==> src/hdl/stack_cpu_pkg.sv <==
package stack_cpu_pkg;

    localparam int word_width = 32;
    localparam int addr_width = 24;   // flash byte address
    localparam int byte_width = 8;

    // 8 entries by default
    localparam int stack_depth_log2_default = 3;

    // byte code encodings, wasm subset plus a few forth words
    typedef enum logic [7:0] {
        op_push  = 8'h01,   // followed by imm32
        op_add   = 8'h02,
        op_sub   = 8'h03,
        op_drop  = 8'h05,
        op_print = 8'h08,   // pops, sends low byte
        op_eq    = 8'h09,
        op_lt_s  = 8'h0a,
        op_lt_u  = 8'h0c,
        op_br_if = 8'h0e,   // followed by target address
        op_jump  = 8'h0f,   // followed by target address
        op_dup   = 8'h12,
        op_swap  = 8'h13,
        op_over  = 8'h14,
        op_and   = 8'h16,
        op_or    = 8'h17,
        op_xor   = 8'h18,
        op_not   = 8'h19,
        op_eqz   = 8'h35,
        op_halt  = 8'hff
    } opcode_t;

    // data stack commands, applied on the next edge
    typedef enum logic [2:0] {
        stk_hold,
        stk_push,      // write above top, sp+1
        stk_pop,       // sp-1
        stk_set_top,   // overwrite top
        stk_reduce,    // write into second, sp-1
        stk_swap,
        stk_over       // push copy of second
    } stack_cmd_t;

    typedef enum logic [3:0] {
        alu_add,
        alu_sub,
        alu_and,
        alu_or,
        alu_xor,
        alu_not,
        alu_eq,
        alu_lt_s,
        alu_lt_u,
        alu_eqz
    } alu_op_t;

    // opcodes followed by a 4-byte little-endian immediate
    function automatic logic has_immediate(opcode_t op);
        return op inside {op_push, op_br_if, op_jump};
    endfunction

endpackage

==> src/hdl/stack_alu.sv <==
module stack_alu (
    input  stack_cpu_pkg::alu_op_t              alu_op,
    input  logic [stack_cpu_pkg::word_width-1:0] top,
    input  logic [stack_cpu_pkg::word_width-1:0] second,
    output logic [stack_cpu_pkg::word_width-1:0] result
);

    logic is_eq;
    logic is_lt_s;
    logic is_lt_u;

    // second is the left operand, as pushed first
    assign is_eq   = (second == top);
    assign is_lt_s = ($signed(second) < $signed(top));
    assign is_lt_u = (second < top);

    always_comb begin
        result = '0;
        case (alu_op)
            stack_cpu_pkg::alu_add:  result = second + top;
            stack_cpu_pkg::alu_sub:  result = second - top;
            stack_cpu_pkg::alu_and:  result = second & top;
            stack_cpu_pkg::alu_or:   result = second | top;
            stack_cpu_pkg::alu_xor:  result = second ^ top;
            stack_cpu_pkg::alu_not:  result = ~top;   // unary
            stack_cpu_pkg::alu_eq:   result[0] = is_eq;
            stack_cpu_pkg::alu_lt_s: result[0] = is_lt_s;
            stack_cpu_pkg::alu_lt_u: result[0] = is_lt_u;
            stack_cpu_pkg::alu_eqz:  result[0] = (top == '0);
            default: ;
        endcase
    end

endmodule

==> src/hdl/data_stack.sv <==
module data_stack #(
    parameter int stack_depth_log2 = stack_cpu_pkg::stack_depth_log2_default
) (
    input  logic                                clk,
    input  logic                                reset,
    input  stack_cpu_pkg::stack_cmd_t           stack_cmd,
    input  logic [stack_cpu_pkg::word_width-1:0] push_value,
    output logic [stack_cpu_pkg::word_width-1:0] top,
    output logic [stack_cpu_pkg::word_width-1:0] second
);

    localparam int entries = 2 ** stack_depth_log2;

    logic [stack_cpu_pkg::word_width-1:0] mem [entries];
    logic [stack_depth_log2-1:0]          sp;        // next free slot, wrapping
    logic [stack_depth_log2-1:0]          top_idx;
    logic [stack_depth_log2-1:0]          sec_idx;

    assign top_idx = sp - 1'b1;
    assign sec_idx = sp - 2'd2;
    assign top     = mem[top_idx];
    assign second  = mem[sec_idx];

    always_ff @(posedge clk) begin
        if (reset) begin
            sp <= '0;
        end else begin
            case (stack_cmd)
                stack_cpu_pkg::stk_push,
                stack_cpu_pkg::stk_over:   sp <= sp + 1'b1;
                stack_cpu_pkg::stk_pop,
                stack_cpu_pkg::stk_reduce: sp <= sp - 1'b1;
                default: ;
            endcase
        end
    end

    always_ff @(posedge clk) begin
        case (stack_cmd)
            stack_cpu_pkg::stk_push:    mem[sp] <= push_value;
            stack_cpu_pkg::stk_over:    mem[sp] <= second;
            stack_cpu_pkg::stk_set_top: mem[top_idx] <= push_value;
            stack_cpu_pkg::stk_reduce:  mem[sec_idx] <= push_value;
            stack_cpu_pkg::stk_swap: begin
                mem[top_idx] <= second;   // both in one edge
                mem[sec_idx] <= top;
            end
            default: ;
        endcase
    end

endmodule

==> src/hdl/fetch_unit.sv <==
module fetch_unit (
    input  logic                                clk,
    input  logic                                reset,
    input  logic                                fetch_start,
    input  logic                                pc_load,
    input  logic [stack_cpu_pkg::addr_width-1:0] pc_target,
    output logic [stack_cpu_pkg::addr_width-1:0] flash_addr,
    output logic                                flash_enable,
    input  logic [stack_cpu_pkg::byte_width-1:0] flash_data,
    input  logic                                flash_ready,
    output logic                                fetch_done,
    output stack_cpu_pkg::opcode_t              opcode,
    output logic [stack_cpu_pkg::word_width-1:0] imm
);

    typedef enum logic [1:0] {
        idle,
        wait_low,    // flash acknowledges by dropping ready
        wait_high    // byte valid once ready returns
    } fetch_state_t;

    fetch_state_t                         state;
    logic [stack_cpu_pkg::addr_width-1:0] pc;
    logic [stack_cpu_pkg::addr_width-1:0] read_addr;
    logic                                 imm_pending;   // immediate bytes still to come
    logic [1:0]                           byte_cnt;
    stack_cpu_pkg::opcode_t               new_opcode;

    // a redirect wins over the sequential pc
    assign read_addr  = pc_load ? pc_target : pc;
    assign new_opcode = stack_cpu_pkg::opcode_t'(flash_data);

    always_ff @(posedge clk) begin
        if (reset) begin
            state        <= idle;
            pc           <= '0;
            flash_addr   <= '0;
            flash_enable <= 1'b0;
            fetch_done   <= 1'b0;
            imm_pending  <= 1'b0;
            byte_cnt     <= '0;
        end else begin
            fetch_done <= 1'b0;
            case (state)
                idle: begin
                    if (fetch_start || imm_pending) begin
                        flash_addr   <= read_addr;
                        pc           <= read_addr;
                        flash_enable <= 1'b1;
                        state        <= wait_low;
                    end
                end

                wait_low: begin
                    if (!flash_ready) begin
                        state <= wait_high;
                    end
                end

                wait_high: begin
                    if (flash_ready) begin
                        flash_enable <= 1'b0;   // one byte per enable period
                        pc           <= pc + 1'b1;
                        state        <= idle;
                        if (!imm_pending) begin
                            opcode   <= new_opcode;
                            byte_cnt <= '0;
                            if (stack_cpu_pkg::has_immediate(new_opcode)) begin
                                imm_pending <= 1'b1;
                            end else begin
                                fetch_done <= 1'b1;
                            end
                        end else begin
                            // lowest byte arrives first
                            imm[byte_cnt*stack_cpu_pkg::byte_width +: stack_cpu_pkg::byte_width]
                                <= flash_data;
                            byte_cnt <= byte_cnt + 1'b1;
                            if (byte_cnt == 2'd3) begin
                                imm_pending <= 1'b0;
                                fetch_done  <= 1'b1;
                            end
                        end
                    end
                end

                default: state <= idle;
            endcase
        end
    end

endmodule

==> src/hdl/exec_control.sv <==
module exec_control (
    input  logic                                clk,
    input  logic                                reset,
    input  logic                                fetch_done,
    input  stack_cpu_pkg::opcode_t              opcode,
    input  logic [stack_cpu_pkg::word_width-1:0] imm,
    input  logic [stack_cpu_pkg::word_width-1:0] top,
    input  logic [stack_cpu_pkg::word_width-1:0] alu_result,
    output logic                                fetch_start,
    output logic                                pc_load,
    output logic [stack_cpu_pkg::addr_width-1:0] pc_target,
    output stack_cpu_pkg::stack_cmd_t           stack_cmd,
    output logic [stack_cpu_pkg::word_width-1:0] push_value,
    output stack_cpu_pkg::alu_op_t              alu_op,
    output logic [stack_cpu_pkg::byte_width-1:0] uart_data,
    output logic                                uart_send,
    input  logic                                uart_busy,
    output logic                                halted
);

    typedef enum logic [1:0] {
        fetching,
        execute,
        uart_wait,
        halt
    } state_t;

    state_t state;
    logic   kick;        // first fetch request after reset
    logic   exec_next;   // single-cycle instruction retires
    logic   uart_done;

    assign exec_next = (state == execute) && (opcode != stack_cpu_pkg::op_print)
                       && (opcode != stack_cpu_pkg::op_halt);
    assign uart_done   = (state == uart_wait) && !uart_busy && !uart_send;
    assign fetch_start = kick || exec_next || uart_done;
    assign pc_target   = imm[stack_cpu_pkg::addr_width-1:0];

    // decode, only acts in the execute cycle
    always_comb begin
        stack_cmd  = stack_cpu_pkg::stk_hold;
        alu_op     = stack_cpu_pkg::alu_add;
        push_value = alu_result;
        pc_load    = 1'b0;
        if (state == execute) begin
            case (opcode)
                stack_cpu_pkg::op_push: begin
                    stack_cmd  = stack_cpu_pkg::stk_push;
                    push_value = imm;
                end
                stack_cpu_pkg::op_dup: begin
                    stack_cmd  = stack_cpu_pkg::stk_push;
                    push_value = top;
                end
                stack_cpu_pkg::op_add: stack_cmd = stack_cpu_pkg::stk_reduce;
                stack_cpu_pkg::op_sub: begin
                    stack_cmd = stack_cpu_pkg::stk_reduce;
                    alu_op    = stack_cpu_pkg::alu_sub;
                end
                stack_cpu_pkg::op_and: begin
                    stack_cmd = stack_cpu_pkg::stk_reduce;
                    alu_op    = stack_cpu_pkg::alu_and;
                end
                stack_cpu_pkg::op_or: begin
                    stack_cmd = stack_cpu_pkg::stk_reduce;
                    alu_op    = stack_cpu_pkg::alu_or;
                end
                stack_cpu_pkg::op_xor: begin
                    stack_cmd = stack_cpu_pkg::stk_reduce;
                    alu_op    = stack_cpu_pkg::alu_xor;
                end
                stack_cpu_pkg::op_eq: begin
                    stack_cmd = stack_cpu_pkg::stk_reduce;
                    alu_op    = stack_cpu_pkg::alu_eq;
                end
                stack_cpu_pkg::op_lt_s: begin
                    stack_cmd = stack_cpu_pkg::stk_reduce;
                    alu_op    = stack_cpu_pkg::alu_lt_s;
                end
                stack_cpu_pkg::op_lt_u: begin
                    stack_cmd = stack_cpu_pkg::stk_reduce;
                    alu_op    = stack_cpu_pkg::alu_lt_u;
                end
                stack_cpu_pkg::op_not: begin
                    stack_cmd = stack_cpu_pkg::stk_set_top;
                    alu_op    = stack_cpu_pkg::alu_not;
                end
                stack_cpu_pkg::op_eqz: begin
                    stack_cmd = stack_cpu_pkg::stk_set_top;
                    alu_op    = stack_cpu_pkg::alu_eqz;
                end
                stack_cpu_pkg::op_drop:  stack_cmd = stack_cpu_pkg::stk_pop;
                stack_cpu_pkg::op_print: stack_cmd = stack_cpu_pkg::stk_pop;
                stack_cpu_pkg::op_swap:  stack_cmd = stack_cpu_pkg::stk_swap;
                stack_cpu_pkg::op_over:  stack_cmd = stack_cpu_pkg::stk_over;
                stack_cpu_pkg::op_br_if: begin
                    stack_cmd = stack_cpu_pkg::stk_pop;   // condition is consumed
                    pc_load   = (top != '0);
                end
                stack_cpu_pkg::op_jump: pc_load = 1'b1;
                default: ;   // unknown opcodes fall through as no-ops
            endcase
        end
    end

    always_ff @(posedge clk) begin
        if (reset) begin
            state     <= fetching;
            kick      <= 1'b1;
            uart_send <= 1'b0;
            halted    <= 1'b0;
        end else begin
            kick <= 1'b0;
            case (state)
                fetching: if (fetch_done) state <= execute;
                execute: begin
                    if (opcode == stack_cpu_pkg::op_print) begin
                        uart_data <= top[stack_cpu_pkg::byte_width-1:0];
                        uart_send <= 1'b1;
                        state     <= uart_wait;
                    end else if (opcode == stack_cpu_pkg::op_halt) begin
                        halted <= 1'b1;
                        state  <= halt;
                    end else begin
                        state <= fetching;
                    end
                end
                uart_wait: begin
                    if (uart_send && uart_busy) uart_send <= 1'b0;   // transmitter took it
                    if (uart_done) state <= fetching;
                end
                halt: state <= halt;   // only reset leaves
                default: state <= fetching;
            endcase
        end
    end

endmodule

==> src/hdl/stack_cpu.sv <==
module stack_cpu #(
    parameter int stack_depth_log2 = stack_cpu_pkg::stack_depth_log2_default
) (
    input  logic                                clk,
    input  logic                                reset,
    output logic [stack_cpu_pkg::addr_width-1:0] flash_addr,
    output logic                                flash_enable,
    input  logic [stack_cpu_pkg::byte_width-1:0] flash_data,
    input  logic                                flash_ready,
    output logic [stack_cpu_pkg::byte_width-1:0] uart_data,
    output logic                                uart_send,
    input  logic                                uart_busy,
    output logic                                halted
);

    logic                                 fetch_start;
    logic                                 fetch_done;
    logic                                 pc_load;
    logic [stack_cpu_pkg::addr_width-1:0] pc_target;
    stack_cpu_pkg::opcode_t               opcode;
    logic [stack_cpu_pkg::word_width-1:0] imm;

    stack_cpu_pkg::stack_cmd_t            stack_cmd;
    logic [stack_cpu_pkg::word_width-1:0] push_value;
    logic [stack_cpu_pkg::word_width-1:0] top;
    logic [stack_cpu_pkg::word_width-1:0] second;
    stack_cpu_pkg::alu_op_t               alu_op;
    logic [stack_cpu_pkg::word_width-1:0] alu_result;

    fetch_unit u_fetch (
        .clk          (clk),
        .reset        (reset),
        .fetch_start  (fetch_start),
        .pc_load      (pc_load),
        .pc_target    (pc_target),
        .flash_addr   (flash_addr),
        .flash_enable (flash_enable),
        .flash_data   (flash_data),
        .flash_ready  (flash_ready),
        .fetch_done   (fetch_done),
        .opcode       (opcode),
        .imm          (imm)
    );

    exec_control u_exec (
        .clk         (clk),
        .reset       (reset),
        .fetch_done  (fetch_done),
        .opcode      (opcode),
        .imm         (imm),
        .top         (top),
        .alu_result  (alu_result),
        .fetch_start (fetch_start),
        .pc_load     (pc_load),
        .pc_target   (pc_target),
        .stack_cmd   (stack_cmd),
        .push_value  (push_value),
        .alu_op      (alu_op),
        .uart_data   (uart_data),
        .uart_send   (uart_send),
        .uart_busy   (uart_busy),
        .halted      (halted)
    );

    data_stack #(
        .stack_depth_log2 (stack_depth_log2)
    ) u_stack (
        .clk        (clk),
        .reset      (reset),
        .stack_cmd  (stack_cmd),
        .push_value (push_value),
        .top        (top),
        .second     (second)
    );

    stack_alu u_alu (
        .alu_op (alu_op),
        .top    (top),
        .second (second),
        .result (alu_result)
    );

endmodule

==> config.mk <==
export PLATFORM = sky130hd
export DESIGN_NAME = stack_cpu
export DESIGN_NICKNAME = d
export VERILOG_FILES = /design/src/hdl/stack_cpu_pkg.sv /design/src/hdl/stack_alu.sv /design/src/hdl/data_stack.sv /design/src/hdl/fetch_unit.sv /design/src/hdl/exec_control.sv /design/src/hdl/stack_cpu.sv
export SDC_FILE = /design/constraint.sdc
export NUM_CORES = 1
export LEC_CHECK = 0
export ABC_CLOCK_PERIOD_IN_PS = 11500
export BUFFER_PORTS_ARGS = -buffer_cell sky130_fd_sc_hd__buf_2
export CAP_MARGIN = 5
export CORE_ASPECT_RATIO = 0.8
export CORE_MARGIN = 2
export CORE_UTILIZATION = 44
export DETAILED_ROUTE_END_ITERATION = 16
export SLEW_MARGIN = 20
export SYNTH_ARGS = -nofsm -noshare
export SYNTH_HDL_FRONTEND = slang
export SYNTH_SLANG_ARGS = --single-unit
==> constraint.sdc <==
create_clock -name clk -period 11.5 [get_ports clk]
set_clock_uncertainty 0.05 [all_clocks]
set_input_delay 0 -clock clk [delete_from_list [all_inputs] [get_ports clk]]
set_output_delay 0 -clock clk [all_outputs]
set_load 0.02 [all_outputs]
---- Word level (Yosys, flattened, before mapping) ----
Memory sizes are Yosys's and may differ from the RTL's.
Cells that the tools add are included.
cells by class
  add/sub/neg operators ................... 8
  $lt $le $gt $ge ......................... 2
  equality and inequality tests ........... 53
  shift operators ......................... 2
  multiplexer cells ....................... 55
  bitwise operators ....................... 12
  reduce and logical (&&, ||, !) cells .... 37
operators with widths
  kind                     number
  $pmux 31 s6              1
  $mux 32                  5
  $mux 24                  3
  $eq 8x4->1 const B       8
  $lt 32x32->1             2
  $pmux 32 s2              1
  $eq 8x5->1 const B       7
  $pmux 24 s2              1
  $pmux 4 s9               1
  $neg 5->34               1
  $shift 8x34->32 const A  1
  $shiftx 8x34->32         1
  $add 32x32->32           1
  $and 32x32->32           1
  $bwmux 32                1
  $eq 32x32->1             1
  $logic_not 32->1         1
  $not 32->32              1
  $or 32x32->32            1
  $reduce_bool 32->1       1
  $reduce_or 32->1         1
  $sub 32x32->32           1
  $xor 32x32->32           1
  $add 24x1->24 const B    1
  other kinds (47)         125
storage, ports and cells
  register bits ........................... 111
  RAM bits ................................ 256
  input bits .............................. 12
  output and inout bits ................... 35
  word-level logic and storage cells ...... 185
  memories kept ........................... 1
memories
  name         words  bits a word  rd ports  clocked after memory_dff  write ports  RTL line          source
  u_stack.mem  8      32           2         0                         2            data_stack.sv:14  logic [stack_cpu_pkg::word_width-1:0] mem [entries];

---- Depth between registers and ports, before layout ----
  depth after elaboration ................. 10
  depth in mapped cells ................... 26
  mapped depth without buffers ............ 17

---- By module ----
A second synthesis with hierarchy kept.
second synthesis, totals
  cells, all modules ...................... 2,712
  area total of the unflattened synthesis .. 27,363.7 um2
by module, submodules not included
  module        times used  cells each  area each (um2)  seq. area each (um2)
  data_stack    1           1,218       15,720.1         7,747.4
  stack_alu     1           812         5,272.6          0.0
  fetch_unit    1           450         4,494.3          2,302.2
  exec_control  1           232         1,876.8          340.3

---- Least setup slack after synthesis ----
OpenSTA, ideal clock, no wires.
  kind .................................... flip-flop to flip-flop
  start point ............................. register u_stack.sp[0]
  end point ............................... memory u_stack.mem[0][30] in the netlist's numbering, data pin
  setup time .............................. 0.282 ns
  data arrival time ....................... 5.853 ns
  data required time ...................... 11.168 ns
  setup slack ............................. 5.315 ns
  stages on the path, launching flop included .. 23
  buffers on the path ..................... 7
  period minus slack after synthesis ...... 6.185 ns
  cell sequence ........................... dfxtp_1 -> buf_2 -> buf_2 -> buf_2 -> inv_1 -> clkbuf_1 -> ha_1 -> buf_2 -> buf_4 -> buf_2 -> mux4_2 -> mux2i_1 -> inv_1 -> fa_1 -> a21o_1 -> a21oi_1 -> o31ai_1 -> a2111oi_2 -> o21bai_1 -> a31oi_1 -> mux2i_1 -> a211oi_1 -> nor2_1
RTL lines
  element                 RTL line          source
  from (decl)             data_stack.sv:15  logic [stack_depth_log2-1:0] sp;
  from (signal assigned)  data_stack.sv:30  stack_cpu_pkg::stk_over: sp <= sp + 1'b1;
  from (signal assigned)  data_stack.sv:32  stack_cpu_pkg::stk_reduce: sp <= sp - 1'b1;
  to (decl)               data_stack.sv:14

==> Flow_metrics.wiki <==
{| class="wikitable"
! Metric !! Value
|-
| Setup repair after global routing missed its margin || false
|-
| Core Area || between 0.06 and 0.07 sq mm
|-
| Post-route setup TNS || 0 ns
|-
| Area overhead of the layout relative to synthesis || 9.30%
|-
| Clock tree from TritonCTS || done
|-
| Min Clock Period, post-route || just under 8 ns
|-
| Worst setup timing slack at the placement stage || 3.94 ns
|-
| Global-route congestion overflow total || 0
|-
| Number of nets in the final layout || approximately 2900
|-
| Total clock buffers created by CTS || around 40
|-
| Port-buffer cells || 46
|-
| Distinct cell type count of the synthesized netlist || 92
|-
| Primary flip-flop cell chosen by synthesis mapping || sky130_fd_sc_hd__edfxtp_1
|-
| Area fraction of the dominant cell type after synthesis || between 30% and 40%
|-
| Total wire length || approximately 110000 um
|-
| Result of the run || finished, final reports clean
|-
| Type of the worst setup path || register to register
|-
| Largest net degree at the start of global routing || roughly 140
|-
| Placed Instances || 3521
|-
| Initial standard-cell utilization of the core || around 44%
|-
| Total number of H-tree levels || 2
|-
| RD Place Congestion || 1.03
|-
| Final number of max-transition violations || 0
|-
| Count of nets left with antenna violations after detail routing || 0
|-
| Y dimension of the die || 228 um
|-
| Worst Min Path Start || flash_data[6]
|-
| Setup slack after layout || 3.71 ns
|-
| Sink Count || 367
|-
| Leak || approximately 0.011 uW
|-
| Top cells by area, synth || sky130_fd_sc_hd__edfxtp_1 33%, sky130_fd_sc_hd__mux4_2 11%, sky130_fd_sc_hd__mux2i_1 9.0%, sky130_fd_sc_hd__ha_1 5.2%, sky130_fd_sc_hd__dfxtp_1 4.6%
|-
| Slew HR || roughly 22%
|-
| Remaining design rule violation count || 0
|-
| Initial antenna violation count || 3
|-
| Fraction of final layout cells with drive strength greater than 1 || between 10% and 20%
|-
| Synthesized net count || around 2900
|-
| Maximum frequency from static timing analysis || ~0.13 GHz
|-
| CP startpoint || u_stack.sp[1]$_SDFFE_PP0P_
|-
| Area after DPL || 0.0288 sq mm
|-
| Width of the die || around 280 um
|-
| Type of the worst min-delay path || input port to register
|-
| Clock root buffer || sky130_fd_sc_hd__clkbuf_16
|-
| Endpoints failing setup || 0
|-
| Reported max-cap violation count || 0
|-
| Rows || around 80
|-
| Startpoint of the lowest-slack register-to-register path || u_stack.sp[1]$_SDFFE_PP0P_
|-
| Peak ir drop on the vdd network || 0.0897 mV
|-
| Data required time of the worst path || 11.75 ns
|-
| Sum of net half-perimeters after detailed placement || 78500 um
|-
| Maximum fanout encountered on the critical timing path || 47
|-
| Layout Cells excl Fill || between 3000 and 4000
|-
| Cell accounting for the most synthesized area || sky130_fd_sc_hd__edfxtp_1
|-
| Overall global routing resource usage || 33.9%
|-
| Mapped cell area || roughly 0.028 sq mm
|-
| Via/cell ratio || 6.90
|-
| Setup slack, reg-to-reg || about 3.7 ns
|-
| Latest clock arrival within the worst-skew pair || ~0.6 ns
|-
| Register bit total from synthesis || about 370
|-
| Minimum hold slack || 0.204 ns
|-
| Violation count after the first detailed-route iteration || roughly 3800
|-
| Share of the yosys chip area belonging to registers || between 30% and 40%
|-
| Pwr per Cell Area || around 95 mW/mm^2
|-
| Cell area after layout || about 0.03 sq mm
|-
| Reg clk slew, reported paths || approximately 0.070 ns
|-
| Clock buffer depth || 3
|-
| Worst Tran Pin Value || around 1.2 ns
|-
| Synthesized instance count || 2761
|-
| Critical path capture point type || register
|-
| Startpoint type of the worst setup path || register
|-
| Final worst path period share || about two thirds
|-
| Number of global-route vias before repair || between 20000 and 25000
|-
| DR pass1 iterations || 7
|-
| CP Data Arrival Time || about 8.0 ns
|-
| DR WL/cell || around 31 um
|-
| Share of async-settable or async-resettable flops after synthesis || 0%
|-
| Wire length of the first global-routing pass || ~160000 um
|-
| IO Count || 47
|-
| Final Hold Viols || 0
|-
| Yosys Warn Count || 0
|-
| Mean Syn Cell Area || around 10 sq um
|-
| Via count of the routed design || 24900
|-
| Die footprint || around 0.065 sq mm
|-
| Number of flops mapped to enable cells by yosys || 304
|-
| Setup Fix Bufs, Post-CTS || 0
|}
## metal layers
metal,global-route usage (%),share of wire (%)
met1,48.9,41
met2,48.8,42
met3,8.57,13
met4,12.6,4.1
met5,0,0
## logic make-up (layout without fill, tap and decap cells)
logic type / after synthesis / after routing / synth area share [%]
AOI/OAI and AO/OA: 731 / 731 / 17.3
DFF: 367 / 367 / 37.6
xor gates and xnor gates: 17 / 17 / 0.538
and+or+nand+nor: 831 / 831 / 14.5
other: 0 / 1 / 0
buffers and inverters: 306 / 311 / 4.62
muxes: 393 / 393 / 20.2
adders and majority gates: 116 / 116 / 5.30
## what timing repair did
action	CTS	global route
resized for setup	0	0
hold buffers	11	0
endpoints found under the hold margin	52	0
## stage by stage
stage | util, % | total power, uW
6_report | 48.5 | 2860
5_1_grt | 48.5 | 2920
4_1_cts | 48.4 | 2870
3_5_place_dp | 46.2 | 1570
3_3_place_gp | 46.2 | 1570
2_1_floorplan | - | 1540
## synth_stat cells (all sizes together) (21+ instances only)
| master | n |
|---|---|
| a211oi | 56 |
| a21oi | 231 |
| a221oi | 21 |
| a22oi | 30 |
| a31oi | 22 |
| and2 | 58 |
| and3 | 45 |
| buf | 79 |
| clkbuf | 120 |
| dfxtp | 63 |
| edfxtp | 304 |
| ha | 114 |
| inv | 107 |
| mux2i | 250 |
| mux4 | 130 |
| nand2 | 271 |
| nand3 | 50 |
| nand4 | 23 |
| nor2 | 211 |
| nor3 | 48 |
| nor4 | 32 |
| o211ai | 22 |
| o21ai | 149 |
## power breakdown
part	switching (uW)	total, uW	internal [uW]
Clock	597	1310	718
Combinational	65.1	100	35.3
Sequential	11.8	1450	1430
Total	674	2860	2190
## registers in the layout, summed over array words and instances (netlist names), 2 cells and up
| name | count |
|---|---|
| u_stack.mem | 256 |
| u_exec.state | 2 |
| u_fetch.state | 2 |
| u_fetch.opcode | 8 |
| u_fetch.byte_cnt | 2 |
| u_fetch.pc | 24 |
| u_stack.sp | 3 |
| u_fetch.imm | 32 |
| u_fetch.flash_addr | 24 |
| u_exec.uart_data | 8 |
## worst paths after layout
kind	end	depth (start not counted)
hold reg to reg	u_exec.state[0]$_SDFFE_PP0P_	2
setup / recovery	u_stack.mem[4][30]$_DFFE_PP_	16
hold / removal	u_fetch.opcode[6]$_DFFE_PP_	2
setup reg to reg	u_stack.mem[4][30]$_DFFE_PP_	16
## layout by cell type (no fill, tap or decap), types with 14 or more instances in the layout
cell type,Yosys,layout
sky130_fd_sc_hd__a221oi_1,19,19
sky130_fd_sc_hd__buf_4,8,70
sky130_fd_sc_hd__o21ai_1,17,16
sky130_fd_sc_hd__a21oi_1,231,231
sky130_fd_sc_hd__buf_2,43,49
sky130_fd_sc_hd__o21ai_0,131,123
sky130_fd_sc_hd__nand4_1,21,21
sky130_fd_sc_hd__o31ai_1,14,14
sky130_fd_sc_hd__a31oi_1,22,22
sky130_fd_sc_hd__nor3_1,46,44
sky130_fd_sc_hd__o211ai_1,22,22
sky130_fd_sc_hd__nand2_1,271,271
sky130_fd_sc_hd__and2_1,56,56
sky130_fd_sc_hd__a211oi_1,55,54
sky130_fd_sc_hd__inv_1,107,107
sky130_fd_sc_hd__nor2_1,211,209
sky130_fd_sc_hd__nand3_1,49,49
sky130_fd_sc_hd__nor4_1,32,32
sky130_fd_sc_hd__and3_1,45,45
sky130_fd_sc_hd__mux2i_1,249,249
sky130_fd_sc_hd__clkbuf_16,0,42
sky130_fd_sc_hd__a22oi_1,30,30
sky130_fd_sc_hd__ha_1,114,112
sky130_fd_sc_hd__o21a_1,17,17
sky130_fd_sc_hd__dfxtp_1,63,61
sky130_fd_sc_hd__nand2b_1,16,16
sky130_fd_sc_hd__edfxtp_1,304,304
sky130_fd_sc_hd__mux4_2,130,130
## worst max-delay path: stages, from the launching register on
cell and delay [ns]:
sky130_fd_sc_hd__dfxtp_4 0.55, sky130_fd_sc_hd__inv_1 0.21, sky130_fd_sc_hd__ha_4 0.96, sky130_fd_sc_hd__buf_4 0.54
sky130_fd_sc_hd__mux4_2 0.38, sky130_fd_sc_hd__mux2i_1 0.61, sky130_fd_sc_hd__inv_1 0.29, sky130_fd_sc_hd__fa_1 0.53
sky130_fd_sc_hd__a21o_1 0.23, sky130_fd_sc_hd__a21oi_1 0.38, sky130_fd_sc_hd__o31ai_1 0.22, sky130_fd_sc_hd__a2111oi_2 0.80
sky130_fd_sc_hd__o21bai_1 0.26, sky130_fd_sc_hd__a31oi_1 0.30, sky130_fd_sc_hd__mux2i_1 0.12, sky130_fd_sc_hd__a211oi_1 0.86
sky130_fd_sc_hd__nor2_1 0.13
## area by class of cell
class / count / area [sq um]
repair buffers: 131 / 901
clock inverters: 24 / 199
clock buffers: 49 / 1110
fillers: 5799 / 32100
diodes: 1 / 2.50
multi-input cells: 2088 / 16200
inverters: 107 / 402
well taps: 840 / 1050
flip-flops and latches: 367 / 10400
Note: power is estimated with default switching activity, not from simulation.
